--- src/hw/sram_fifo_defines.svh ---
`ifndef SRAM_FIFO_DEFINES_SVH
`define SRAM_FIFO_DEFINES_SVH

`define SF_DATA_W           32           // source word width
`define SF_SRAM_AW          20           // external SRAM address bits
`define SF_SRAM_DEPTH       (1 << 20)    // ring size in halfwords
`define SF_BUF_DEPTH        16           // words in front buffer

`define SF_VERSION          2
`define SF_ALMOST_FULL_PCT  95           // percent of ring
`define SF_ALMOST_EMPTY_PCT 5            // percent of ring

`endif

--- src/hw/word_buffer_fifo.sv ---
`timescale 1ns/1ns
`include "sram_fifo_defines.svh"

module word_buffer_fifo #(
    parameter int DATA_W = `SF_DATA_W,
    parameter int DEPTH  = `SF_BUF_DEPTH
) (
    input  logic              BUS_CLK,
    input  logic              RST,
    input  logic              push,
    input  logic [DATA_W-1:0] push_data,
    input  logic              pop,
    output logic [DATA_W-1:0] pop_data,
    output logic              full,
    output logic              empty
);

    localparam int PTR_W = (DEPTH > 1) ? $clog2(DEPTH) : 1;

    logic [DATA_W-1:0] mem [DEPTH];
    logic [PTR_W-1:0]  wr_ptr;
    logic [PTR_W-1:0]  rd_ptr;
    logic [PTR_W:0]    count;
    logic              do_push;
    logic              do_pop;

    assign do_push = push && !full;
    assign do_pop  = pop && !empty;

    always_ff @(posedge BUS_CLK) begin
        if (do_push)
            mem[wr_ptr] <= push_data;
    end

    always_ff @(posedge BUS_CLK) begin
        if (RST) begin
            wr_ptr <= '0;
            rd_ptr <= '0;
            count  <= '0;
        end else begin
            if (do_push)
                wr_ptr <= (wr_ptr == PTR_W'(DEPTH - 1)) ? '0 : wr_ptr + 1'b1;
            if (do_pop)
                rd_ptr <= (rd_ptr == PTR_W'(DEPTH - 1)) ? '0 : rd_ptr + 1'b1;
            case ({do_push, do_pop})
                2'b10:   count <= count + 1'b1;
                2'b01:   count <= count - 1'b1;
                default: count <= count;    // idle or push and pop together
            endcase
        end
    end

    assign pop_data = mem[rd_ptr];  // head word, fall-through
    assign full     = (count == (PTR_W + 1)'(DEPTH));
    assign empty    = (count == '0);

endmodule

--- config.mk ---
export PLATFORM = sky130hd
export DESIGN_NAME = word_buffer_fifo
export DESIGN_NICKNAME = d
export VERILOG_FILES = /design/src/hw/word_buffer_fifo.sv
export VERILOG_INCLUDE_DIRS = /design/src /design/src/hw
export SDC_FILE = /design/constraint.sdc
export NUM_CORES = 1
export LEC_CHECK = 0
export BUFFER_PORTS_ARGS = -buffer_cell sky130_fd_sc_hd__buf_2
export CAP_MARGIN = 10
export CORE_ASPECT_RATIO = 1.1
export CORE_MARGIN = 5
export CORE_UTILIZATION = 50
export CTS_BUF_LIST = sky130_fd_sc_hd__clkbuf_4 sky130_fd_sc_hd__clkbuf_8
export DETAILED_ROUTE_END_ITERATION = 16
export GPL_TIMING_DRIVEN = 0
export PLACE_DENSITY = 0.65
export RECOVER_POWER = 25
export SYNTH_ARGS = -nofsm -noshare
export SYNTH_HDL_FRONTEND = slang
export SYNTH_SLANG_ARGS = --single-unit
--- constraint.sdc ---
create_clock -name BUS_CLK -period 9.6 [get_ports BUS_CLK]
set_input_delay 1.92 -clock BUS_CLK [delete_from_list [all_inputs] [get_ports BUS_CLK]]
set_output_delay 1.92 -clock BUS_CLK [all_outputs]
set_load 0.005 [all_outputs]
==> impl_metrics.sql <==
INSERT INTO impl_metrics (metric_group, metric, value, unit) VALUES
('timing', 'period_minus_ws_final', '5.247', 'ns'),
('power', 'total_power', '5.495', 'mW'),
('timing', 'grt_setup_unrepaired', 'false', ''),
('worst_setup_path', 'crit_path_end_kind', 'primary output', ''),
('power', 'share_clk_of_total_power', '32.8', '%'),
('clocking', 'cts_made_buffers', '81', ''),
('clocking', 'worst_setup_hold_path_clk_slew', '0.06', 'ns'),
('worst_setup_path', 'worst_path_largest_cell_delay', '0.75', 'ns'),
('worst_setup_path', 'timing.critical_path.buf_inv', '3', ''),
('power', 'swShare', '24.65', '%'),
('placed_design', 'io_buffer_count', '69', ''),
('cells_and_area', 'synthToLayoutAreaGrowth', '14.93', '%'),
('global_route', 'first_global_vias', '9932', ''),
('placed_design', 'post_placement_cell_count', '1445', ''),
('yosys', 'avgSynthCellArea', '24.56', 'um2'),
('yosys', 'synth.ff_latch_count', '529', ''),
('global_route', 'track_usage', '19.42', '%'),
('flow_run', 'cap_violations', '0', ''),
('worst_setup_path', 'cp_max_fo', '10', ''),
('timing', 'final-hold-violation-count', '0', ''),
('placed_design', 'detailedPlacementHpwl', '26.45', 'mm'),
('clocking', 'postCtsHoldBufs', '0', ''),
('worst_setup_path', 'reg2reg_slack', '6.38', 'ns'),
('yosys', 'synthDistinctLibCells', '37', ''),
('worst_setup_path', 'crit_path_start_kind', 'flop', ''),
('global_route', 'global_route_wire_length_before_repair', '64.13', 'mm'),
('power', 'max_rail_drop_vdd', '0.0001368', 'V'),
('power', 'power_leakage', '7.319', 'nW'),
('outcome', 'status', 'finished clean', ''),
('power', 'total_switching_power', '1.355', 'mW'),
('cells_and_area', 'most_common_cell_after_layout_fill_and_taps_aside', 'sky130_fd_sc_hd__edfxtp_1', ''),
('global_route', 'grt_remaining_overflow', '0', ''),
('timing', 'transition_at_the_pin_with_the_smallest_max_transition_slack', '1.100', 'ns'),
('global_route', 'largest_net_degree_at_the_start_of_global_routing', '25', ''),
('timing', 'clock.fmax', '190.6', 'MHz'),
('drt', 'via_density', '5.931', ''),
('worst_setup_path', 'worst_ep_arrival_time', '3.33', 'ns'),
('die', 'coreArea', '0.04017', 'mm2'),
('min_path', 'hp-class', 'reg -> reg', ''),
('timing', 'slew_viol_final', '0', ''),
('die', 'fp-row-count', '77', ''),
('min_path', 'holdPathEnd', 'wr_ptr[0]', ''),
('power', 'comb_power_share', '19.5', '%'),
('die', 'starting_density_of_the_core', '50.49', '%'),
('clocking', 'post_cts_resize_count', '0', ''),
('clocking', 'postCtsSetupRepairBufs', '0', ''),
('yosys', 'yosysWarnings', '0', ''),
('die', 'chipWidth', '202.0', 'um'),
('worst_setup_path', 'crit_family', 'buffers and inverters', ''),
('worst_setup_path', 'reg2reg_from', 'count[2]', ''),
('die', 'die_height', '221.2', 'um'),
('worst_setup_path', 'r2r.worst_path.cells', '13', ''),
('min_path', 'holdPathStages', '2', ''),
('drt', 'drt_drc_violations_left', '0', ''),
('drt', 'dr.first_iter.drc_count', '838', ''),
('drt', 'detailroute.via_count', '9431', ''),
('clocking', 'clock_tree.htree_level_count', '3', ''),
('worst_setup_path', 'crit_required', '7.68', 'ns'),
('clocking', 'clock_insertion_delay_worst_skew', '0.62', 'ns'),
('timing', 'worst_rel_slew_slack', '26.65', '%'),
('clocking', 'numClockSinks', '529', ''),
('drt', 'post_drt_wl_per_cell', '26.87', 'um'),
('yosys', 'syn-cell-area', '0.02028', 'mm2'),
('power', 'seq_power_share', '47.6', '%'),
('cells_and_area', 'layout.cells.most_common_list', '512 x sky130_fd_sc_hd__edfxtp_1, 148 x sky130_fd_sc_hd__mux4_2, 91 x sky130_fd_sc_hd__clkbuf_8, 46 x sky130_fd_sc_hd__clkbuf_1, 43 x sky130_fd_sc_hd__buf_2', ''),
('worst_setup_path', 'cpMaxStageDelayCell', 'sky130_fd_sc_hd__clkbuf_1', ''),
('power', 'p_int', '4.141', 'mW'),
('drt', 'antenna_violating_nets_post_route', '0', ''),
('timing', 'share_of_the_cycle_needed_by_the_critical_path_after_routing', '54.65', '%'),
('cells_and_area', 'final_cells', '1590', ''),
('power', 'cellPowerDensity', '235.7', 'mW/mm2');
-- power by group through the flow --
stage | sequential, mW | combinational [mW] | clock (mW)
final | 2.62 | 1.07 | 1.80
after CTS | 2.62 | 1.10 | 1.84
after detailed placement | 2.67 | 1.10 | 0
after floorplan | 2.66 | 0.750 | 0
after global routing | 2.62 | 1.16 | 1.96
after global placement | 2.67 | 1.07 | 0
-- registers in the layout (all words and copies together), names as in the netlist, named ones only --
register,flops
count,5
rd_ptr,4
wr_ptr,4
mem,512
-- synthesized netlist by cell type (all sizes together) --
cell / number / area, um2
nand3: 1 / 5.000
ha: 8 / 100.1
and3b: 1 / 8.760
or3b: 1 / 8.760
mux2i: 3 / 30.03
clkbuf: 17 / 65.06
or4: 1 / 7.510
nand3b: 1 / 7.510
a21o: 1 / 7.510
and3: 1 / 6.260
o31ai: 1 / 7.510
mux2: 2 / 22.52
a31oi: 1 / 6.260
buf: 26 / 215.2
o211ai: 2 / 15.01
and2: 13 / 81.33
dfxtp: 17 / 340.3
nor2b: 3 / 18.77
nor2: 12 / 45.04
nor3: 1 / 5.000
nand2: 4 / 15.01
o2111a: 1 / 11.26
mux4: 160 / 3649
or3: 1 / 6.260
nor4b: 5 / 43.79
a21oi: 9 / 45.04
a311o: 2 / 20.02
edfxtp: 512 / 15370
xor2: 5 / 43.79
o21ai: 9 / 52.55
inv: 5 / 18.77
-- worst max-delay path by stage --
stage               slack (ns)     endpoint  startpoint  depth (start not counted)
floorplan                 3.57    mem[0][0]        push                          3
global placement         -1.33   mem[1][13]        push                          4
detailed placement        5.03  pop_data[5]        flop                          5
CTS                       4.35  pop_data[5]        flop                          5
global route              4.19  pop_data[5]        flop                          5
finish                    4.35  pop_data[5]        flop                          5
-- worst min-delay path, cell delays in order (launching register included) --
cell	delay (ns)
sky130_fd_sc_hd__dfxtp_1	0.35
sky130_fd_sc_hd__nand2_1	0.07
sky130_fd_sc_hd__a21oi_1	0.05
-- routing by layer --
layer | global-route usage [%] | routed length [um] | up-vias
li1 | - | - | 3971
met1 | 28.35 | 18240 | 5097
met2 | 30.57 | 20930 | 311
met3 | 4.173 | 2812 | 52
met4 | 4.852 | 743 | 0
met5 | 0 | 0 | -
-- cells by family after synthesis --
logic type	count (synthesis)	synth area share (%)
AND/OR/NAND/NOR	45	1.277
XOR/XNOR	5	0.2159
AO/OA/AOI/OAI	26	0.8143
multiplexers	165	18.25
flip-flops	529	77.48
adder cells (fa/ha/maj)	8	0.4935
buffers and inverters	48	1.474
-- final cells by class --
cell class	count	area [um2]
multi-input combinational	249	4309
inverter	5	18.77
sequential	529	15720
clock inverter	28	146.4
clock buffer	115	1433
antenna	1	2.502
buffer	43	280.3
fill	2882	16860
timing repair buffer	107	765.7
tap	513	641.9
-- through the flow --
step / hold WS [ns] / setup TNS [ns] / setup slack [ns]
6_report: 0.5255 / 0 / 4.353
3_3_place_gp: 0.4977 / -139.50 / -1.333
4_1_cts: 0.5290 / 0 / 4.354
3_5_place_dp: 0.5207 / 0 / 5.032
2_1_floorplan: 0.4720 / 0 / 3.574
5_1_grt: 0.5843 / 0 / 4.190
Power figures use the tool's default switching activity.
