===== config.mk =====
export PLATFORM = sky130hd
export DESIGN_NAME = sram_fifo_regs_flat
export DESIGN_NICKNAME = d
export VERILOG_FILES = /design/src/hw/sram_fifo_pkg.sv /design/src/hw/fifo_status_if.sv /design/src/hw/sram_fifo_regs.sv /design/src/flat_wrapper.sv
export VERILOG_INCLUDE_DIRS = /design/src /design/src/hw
export SDC_FILE = /design/constraint.sdc
export NUM_CORES = 1
export LEC_CHECK = 0
export ABC_AREA = 1
export ABC_CLOCK_PERIOD_IN_PS = 1800
export BUFFER_PORTS_ARGS = -buffer_cell sky130_fd_sc_hd__buf_2
export CAP_MARGIN = 25
export CORE_ASPECT_RATIO = 1.25
export CORE_MARGIN = 2
export CORE_UTILIZATION = 48
export CTS_CLUSTER_DIAMETER = 100
export DETAILED_ROUTE_END_ITERATION = 16
export PLACE_DENSITY = 0.77
export SYNTH_ARGS = -nofsm -noshare
export SYNTH_HDL_FRONTEND = slang
export SYNTH_SLANG_ARGS = --single-unit

===== constraint.sdc =====
create_clock -name BUS_CLK -period 1.8 [get_ports BUS_CLK]
set_input_delay 0.09 -clock BUS_CLK [delete_from_list [all_inputs] [get_ports BUS_CLK]]
set_output_delay 0.09 -clock BUS_CLK [all_outputs]
set_load 0.03 [all_outputs]

===== src/hw/sram_fifo_defines.svh =====
`ifndef SRAM_FIFO_DEFINES_SVH
`define SRAM_FIFO_DEFINES_SVH

`define SF_DATA_W           32           // source word width
`define SF_SRAM_AW          20           // external SRAM address bits
`define SF_SRAM_DEPTH       (1 << 20)    // ring size in halfwords
`define SF_BUF_DEPTH        16           // words in front buffer

`define SF_VERSION          2
`define SF_ALMOST_FULL_PCT  95           // percent of ring
`define SF_ALMOST_EMPTY_PCT 5            // percent of ring

`endif


===== src/hw/sram_fifo_pkg.sv =====
package sram_fifo_pkg;

    // read side of the SRAM ring
    typedef enum logic [1:0] {
        READ_FETCH = 2'd0,   // SRAM output enabled, halfword captured
        READ_HOLD  = 2'd2,   // staged halfword shown on USB
        READ_TRY   = 2'd3    // nothing staged, wait for data
    } read_state_e;

    typedef enum logic [2:0] {
        REG_CTRL         = 3'd0,
        REG_ALMOST_FULL  = 3'd1,
        REG_ALMOST_EMPTY = 3'd2,
        REG_READ_ERR     = 3'd3,
        REG_SIZE_0       = 3'd4,
        REG_SIZE_1       = 3'd5,
        REG_SIZE_2       = 3'd6,
        REG_RSVD         = 3'd7
    } reg_addr_e;

endpackage


===== src/hw/fifo_status_if.sv =====
`timescale 1ns/1ns
`include "sram_fifo_defines.svh"

interface fifo_status_if;

    logic [`SF_SRAM_AW:0] size;          // halfwords held, staging included
    logic                 empty;         // nothing left for the USB side
    logic                 full;          // SRAM ring cannot take a halfword
    logic [7:0]           read_err_cnt;  // reads seen while empty

    modport ctrl (
        output size,
        output empty,
        output full,
        output read_err_cnt
    );

    modport regs (
        input size,
        input empty,
        input full,
        input read_err_cnt
    );

endinterface


===== src/hw/sram_fifo_regs.sv =====
`timescale 1ns/1ns
`include "sram_fifo_defines.svh"

module sram_fifo_regs
    import sram_fifo_pkg::*;
#(
    parameter int DEPTH = `SF_SRAM_DEPTH
) (
    input  logic                BUS_CLK,
    input  logic                BUS_RST,
    input  logic [15:0]         BUS_ADD,
    input  logic [7:0]          BUS_DATA_IN,
    input  logic                BUS_RD,
    input  logic                BUS_WR,
    output logic [7:0]          BUS_DATA_OUT,
    output logic                RST,
    fifo_status_if.regs         status,
    output logic                FIFO_NEAR_FULL,
    output logic                FIFO_READ_ERROR
);

    localparam logic [7:0] AF_DEFAULT = 8'(255 * `SF_ALMOST_FULL_PCT / 100);
    localparam logic [7:0] AE_DEFAULT = 8'(255 * `SF_ALMOST_EMPTY_PCT / 100);

    reg_addr_e   addr;
    logic        addr_hit;        // upper address bits all zero
    logic [7:0]  almost_full;
    logic [7:0]  almost_empty;
    logic [21:0] size_byte;
    logic [21:0] size_byte_latch;
    logic [29:0] full_prod;
    logic [29:0] empty_prod;
    logic [21:0] full_lvl;
    logic [21:0] empty_lvl;

    assign addr      = reg_addr_e'(BUS_ADD[2:0]);
    assign addr_hit  = (BUS_ADD[15:3] == '0);
    assign RST       = BUS_RST || (BUS_WR && addr_hit && addr == REG_CTRL);  // soft reset
    assign size_byte = {status.size, 1'b0};

    always_ff @(posedge BUS_CLK) begin
        if (RST) begin
            almost_full  <= AF_DEFAULT;
            almost_empty <= AE_DEFAULT;
        end else if (BUS_WR && addr_hit) begin
            if (addr == REG_ALMOST_FULL)
                almost_full <= BUS_DATA_IN;
            if (addr == REG_ALMOST_EMPTY)
                almost_empty <= BUS_DATA_IN;
        end
    end

    // low byte read snapshots the whole count
    always_ff @(posedge BUS_CLK) begin
        if (BUS_RD && addr_hit && addr == REG_SIZE_0)
            size_byte_latch <= size_byte;
    end

    always_ff @(posedge BUS_CLK) begin
        if (BUS_RD) begin
            if (!addr_hit) begin
                BUS_DATA_OUT <= 8'h00;
            end else begin
                case (addr)
                    REG_CTRL:         BUS_DATA_OUT <= 8'(`SF_VERSION);
                    REG_ALMOST_FULL:  BUS_DATA_OUT <= almost_full;
                    REG_ALMOST_EMPTY: BUS_DATA_OUT <= almost_empty;
                    REG_READ_ERR:     BUS_DATA_OUT <= status.read_err_cnt;
                    REG_SIZE_0:       BUS_DATA_OUT <= size_byte[7:0];
                    REG_SIZE_1:       BUS_DATA_OUT <= size_byte_latch[15:8];
                    REG_SIZE_2:       BUS_DATA_OUT <= {2'b00, size_byte_latch[21:16]};
                    default:          BUS_DATA_OUT <= 8'h00;   // reserved
                endcase
            end
        end
    end

    // thresholds scaled to the ring, in halfwords
    assign full_prod  = (30'(almost_full) + 30'd1) * 30'(DEPTH);
    assign empty_prod = (30'(almost_empty) + 30'd1) * 30'(DEPTH);
    assign full_lvl   = full_prod[29:8];
    assign empty_lvl  = empty_prod[29:8];

    always_ff @(posedge BUS_CLK) begin
        if (RST)
            FIFO_NEAR_FULL <= 1'b0;
        else if ({1'b0, status.size} >= full_lvl)
            FIFO_NEAR_FULL <= 1'b1;
        else if ({1'b0, status.size} <= empty_lvl || status.size == '0)
            FIFO_NEAR_FULL <= 1'b0;   // hysteresis band keeps last value
    end

    assign FIFO_READ_ERROR = (status.read_err_cnt != 8'h00);

endmodule


===== src/flat_wrapper.sv =====
// flat-port wrapper written by rule: the top's interface ports become plain ports
module sram_fifo_regs_flat import sram_fifo_pkg::*;
#(
    parameter int DEPTH = `SF_SRAM_DEPTH
)
  (BUS_CLK, BUS_RST, BUS_ADD, BUS_DATA_IN, BUS_RD, BUS_WR, BUS_DATA_OUT, RST, FIFO_NEAR_FULL, FIFO_READ_ERROR, status_size, status_empty, status_full, status_read_err_cnt);
  fifo_status_if status_i ();
  input  logic BUS_CLK;
  input  logic BUS_RST;
  input  logic [15:0] BUS_ADD;
  input  logic [7:0] BUS_DATA_IN;
  input  logic BUS_RD;
  input  logic BUS_WR;
  output logic [7:0] BUS_DATA_OUT;
  output logic RST;
  output logic FIFO_NEAR_FULL;
  output logic FIFO_READ_ERROR;
  input wire logic [$bits(status_i.size)-1:0] status_size;
  input wire logic [$bits(status_i.empty)-1:0] status_empty;
  input wire logic [$bits(status_i.full)-1:0] status_full;
  input wire logic [$bits(status_i.read_err_cnt)-1:0] status_read_err_cnt;
  assign status_i.size = status_size;
  assign status_i.empty = status_empty;
  assign status_i.full = status_full;
  assign status_i.read_err_cnt = status_read_err_cnt;
  sram_fifo_regs #(.DEPTH(DEPTH)) u_core (.BUS_CLK(BUS_CLK), .BUS_RST(BUS_RST), .BUS_ADD(BUS_ADD), .BUS_DATA_IN(BUS_DATA_IN), .BUS_RD(BUS_RD), .BUS_WR(BUS_WR), .BUS_DATA_OUT(BUS_DATA_OUT), .RST(RST), .status(status_i), .FIFO_NEAR_FULL(FIFO_NEAR_FULL), .FIFO_READ_ERROR(FIFO_READ_ERROR));
endmodule

==> run summary <==
final worst path period need - 1.92 ns
Max Clock Freq - 520 MHz
H-tree depth - 2
critical path's largest stage delay - 0.38 ns
initial antenna violation count - 0
Pwr Total - 0.00187 W
met1 global-route usage - 24.8%
Seq/Total Area, Yosys - 39.0%
routing usage on met2 - 44.8%
combinational share of power - 13.6%
largest net degree at the start of global routing - 16
initial drt markers - 130
Post-CTS Setup Inserts - 0
diodes inserted - 0
PortBufs - 67
Overall Global Routing Usage - 23.7%
Core Box Area - 5120 um2
CTS tree - yes
Reg2Reg Depth - 12
most frequent cell after synthesis - nand2_1
share of cells above drive strength 1 - 27.1%
cell taking the most area after synthesis - edfxtp_1
failing checks - negative setup slack
clk root buf - clkbuf_8
critical path data arrival time - 2.10 ns
placed insts - 487
Post-synth EDFFs - 22
critical path, cell by cell - nand2_4, nor2_4, nand3_2, nor3_2, xor2_1, ha_1, nand2_1, nand2_1, a21oi_1, nand3_1, nand3_1, a21oi_1
Area contributors post-synth - edfxtp_1, nand2_1, dfxtp_1, ha_1, nand3_1
Final Cell Area - 3320 um2
vias per cell - 5.23
vias in the first global route - 2510
gpl congestion - 0.891
clock tree buffer depth - 2
Worst setup SP type - flop
CP Capture Type - flop
# rows - 29
DRT Pass-1 Iters - 4
final hold slack - 0.0323 ns
skew final - 0.00353 ns
P&R area growth vs syn - 29.5%
max-cap viol count - 0
first-pass GRT wire length - 11100 um
Cell variety after synth - 31
Clock power frac - 35.7%
hold crit path type - in -> reg
Psw - 0.000470 W
clock latency at the later pin of the worst-skew pair - 0.29 ns
CTS clk-pin slew, worst paths - 0.08 ns
RSZ-0062 raised after global routing - true
DR DRC count - 0
critical path class - reg -> reg
syn_nets - 420
LEAKAGE - 1.56 nW
Slew Viols, Final - 0
crit path max-delay cell type - dfxtp_4
final net count - 517
top cell type's share of synthesized area - 25.7%
via count - 2618
Seq cells post-synth - 39
P_int - 0.00140 W
outcome - finished with violations
Critical Path End - u_core.FIFO_NEAR_FULL
effective utilization at floorplan - 50.2%
worst path required time - 1.97 ns
internal reg-to-reg setup slack - -0.12 ns
die width - 69.4 um
setup TNS - -0.122 ns
Post-synth ARST share - 0%
CP Launch Point - u_core.almost_empty[1]
R2R Path End - u_core.FIFO_NEAR_FULL
worst slew pin tran - 0.606 ns
die area - 5950 um2
synth warn - 0
clk sink count - 39
DR WL/cell - 13.9 um
Setup-failing EPs final - 1
number of CTS-inserted buffers - 5
Non-Filler Instances - 501
worst setup margin - -0.122 ns
Post-Synthesis Cells - 341
Post-Syn Area - 2570 um2
total gr overflow - 0
area post-placement - 3130 um2
period utilization - 107%
most instantiated cells after synthesis - nand2_1, inv_1, nand3_1, nor2_1, edfxtp_1
GRT busiest layer - met2
Hold Fails Final Rpt - 0
Post-synth top flop - edfxtp_1
worst r2r src - u_core.almost_empty[1]
met3 Use GR - 3.88%
Avg Cell Area, Syn - 7.53 um2
CP max FO - 3
Flop pwr share - 50.7%
Switching Fraction - 25.2%
IO Pins - 70
Detailed Place HPWL - 5520 um
Final ANT Viol Nets - 0
PD cells - 561 nW/um2
die height - 85.8 um
Slew headroom - 59.4%
worst vdd ir - 0.000452 V
Routed WL - 6970 um
## cells by family after synthesis
| logic type | Yosys count | share of synthesized area [%] |
|---|---|---|
| adders and majority gates | 20 | 9.75 |
| DFF | 39 | 39.0 |
| xor gates and xnor gates | 12 | 4.09 |
| AOI/OAI and AO/OA | 32 | 7.16 |
| and+or+nand+nor | 193 | 32.4 |
| buffers and inverters | 45 | 7.60 |
## per-layer routing
layer | wire [um] | part of all wire, % | vias to the layer above
met5 | 0 | 0 | -
li1 | - | - | 1312
met2 | 3700 | 53 | 111
met4 | 315 | 4.5 | 0
met1 | 2460 | 35 | 1173
met3 | 495 | 7.1 | 22
## per-stage QoR
| stage | setup slack, ns | utilization (%) |
|---|---|---|
| after floorplan | 0.0112 | - |
| after global placement | -0.0489 | 61.2 |
| after detailed placement | -0.124 | 61.2 |
| after CTS | -0.131 | 64.3 |
| after global routing | -0.276 | 65.0 |
| final | -0.122 | 65.0 |
## flip-flops by register name (all words and copies together) (netlist names)
signal	count
u_core.BUS_DATA_OUT	8
u_core.FIFO_NEAR_FULL	1
u_core.almost_empty	8
u_core.almost_full	8
u_core.size_byte_latch	14
## worst max-delay path, delay by kind of cell (launching register included)
kind	cells	cell delay (ns)
compound gates	2	0.20
fa+ha+maj	1	0.27
xor+xnor	1	0.20
simple gates	8	0.74
flops	1	0.38
## layout make-up
| type | instances | area (um2) |
|---|---|---|
| fill | 452 | 1790 |
| multi-input combinational | 257 | 1430 |
| sequential | 39 | 1010 |
| clock buffer | 7 | 96.3 |
| tap | 62 | 77.6 |
| inverter | 41 | 154 |
| clock inverter | 1 | 6.26 |
| timing repair buffer | 94 | 553 |
## worst min-delay path by stage
stage               slack, ns  depth (start not counted)                         end             from
floorplan                0.19                          0  u_core.size_byte_latch[10]   status_size[9]
global placement         0.28                          1   u_core.size_byte_latch[9]   status_size[8]
detailed placement       0.29                          1  u_core.size_byte_latch[10]   status_size[9]
CTS                     0.001                          1   u_core.size_byte_latch[8]   status_size[7]
global route             0.04                          1  u_core.size_byte_latch[20]  status_size[19]
finish                   0.03                          1  u_core.size_byte_latch[17]  status_size[16]
## power by group through the flow
| stage | sequential, W | combinational (W) | clock (W) |
|---|---|---|---|
| 2_1_floorplan | 0.000984 | 0.000107 | 0 |
| 3_3_place_gp | 0.000968 | 0.000235 | 0 |
| 3_5_place_dp | 0.000968 | 0.000241 | 0 |
| 4_1_cts | 0.000947 | 0.000252 | 0.000671 |
| 5_1_grt | 0.000946 | 0.000283 | 0.000701 |
| 6_report | 0.000946 | 0.000254 | 0.000665 |
## cell usage in the layout, fill, tap and decap left out, types with 2 or more instances in the layout
master,netlist,layout
nor2_2,1,4
nor3_2,2,4
clkbuf_8,0,7
o21bai_1,2,2
nand3_1,40,38
nand3_2,0,2
ha_1,20,19
dfxtp_2,0,5
xor2_1,9,9
a31oi_1,4,4
nand2_1,100,99
nand4_1,3,3
nor2_1,36,32
inv_1,40,40
nand2_2,2,2
o22ai_1,2,2
edfxtp_1,22,22
xnor2_1,3,3
buf_4,2,21
buf_2,0,67
dfxtp_1,17,11
dlygate4sd3_1,0,6
a21oi_1,18,18
nor3_1,5,3
## timing repair
action | in CTS | in global routing
hold buffers | 5 | 1
hold endpoints to repair | 5 | 1
resized for setup | 4 | 7
setup endpoints to repair | 1 | 1
pin swaps | 1 | 9
(Power assumes the default switching activity.)
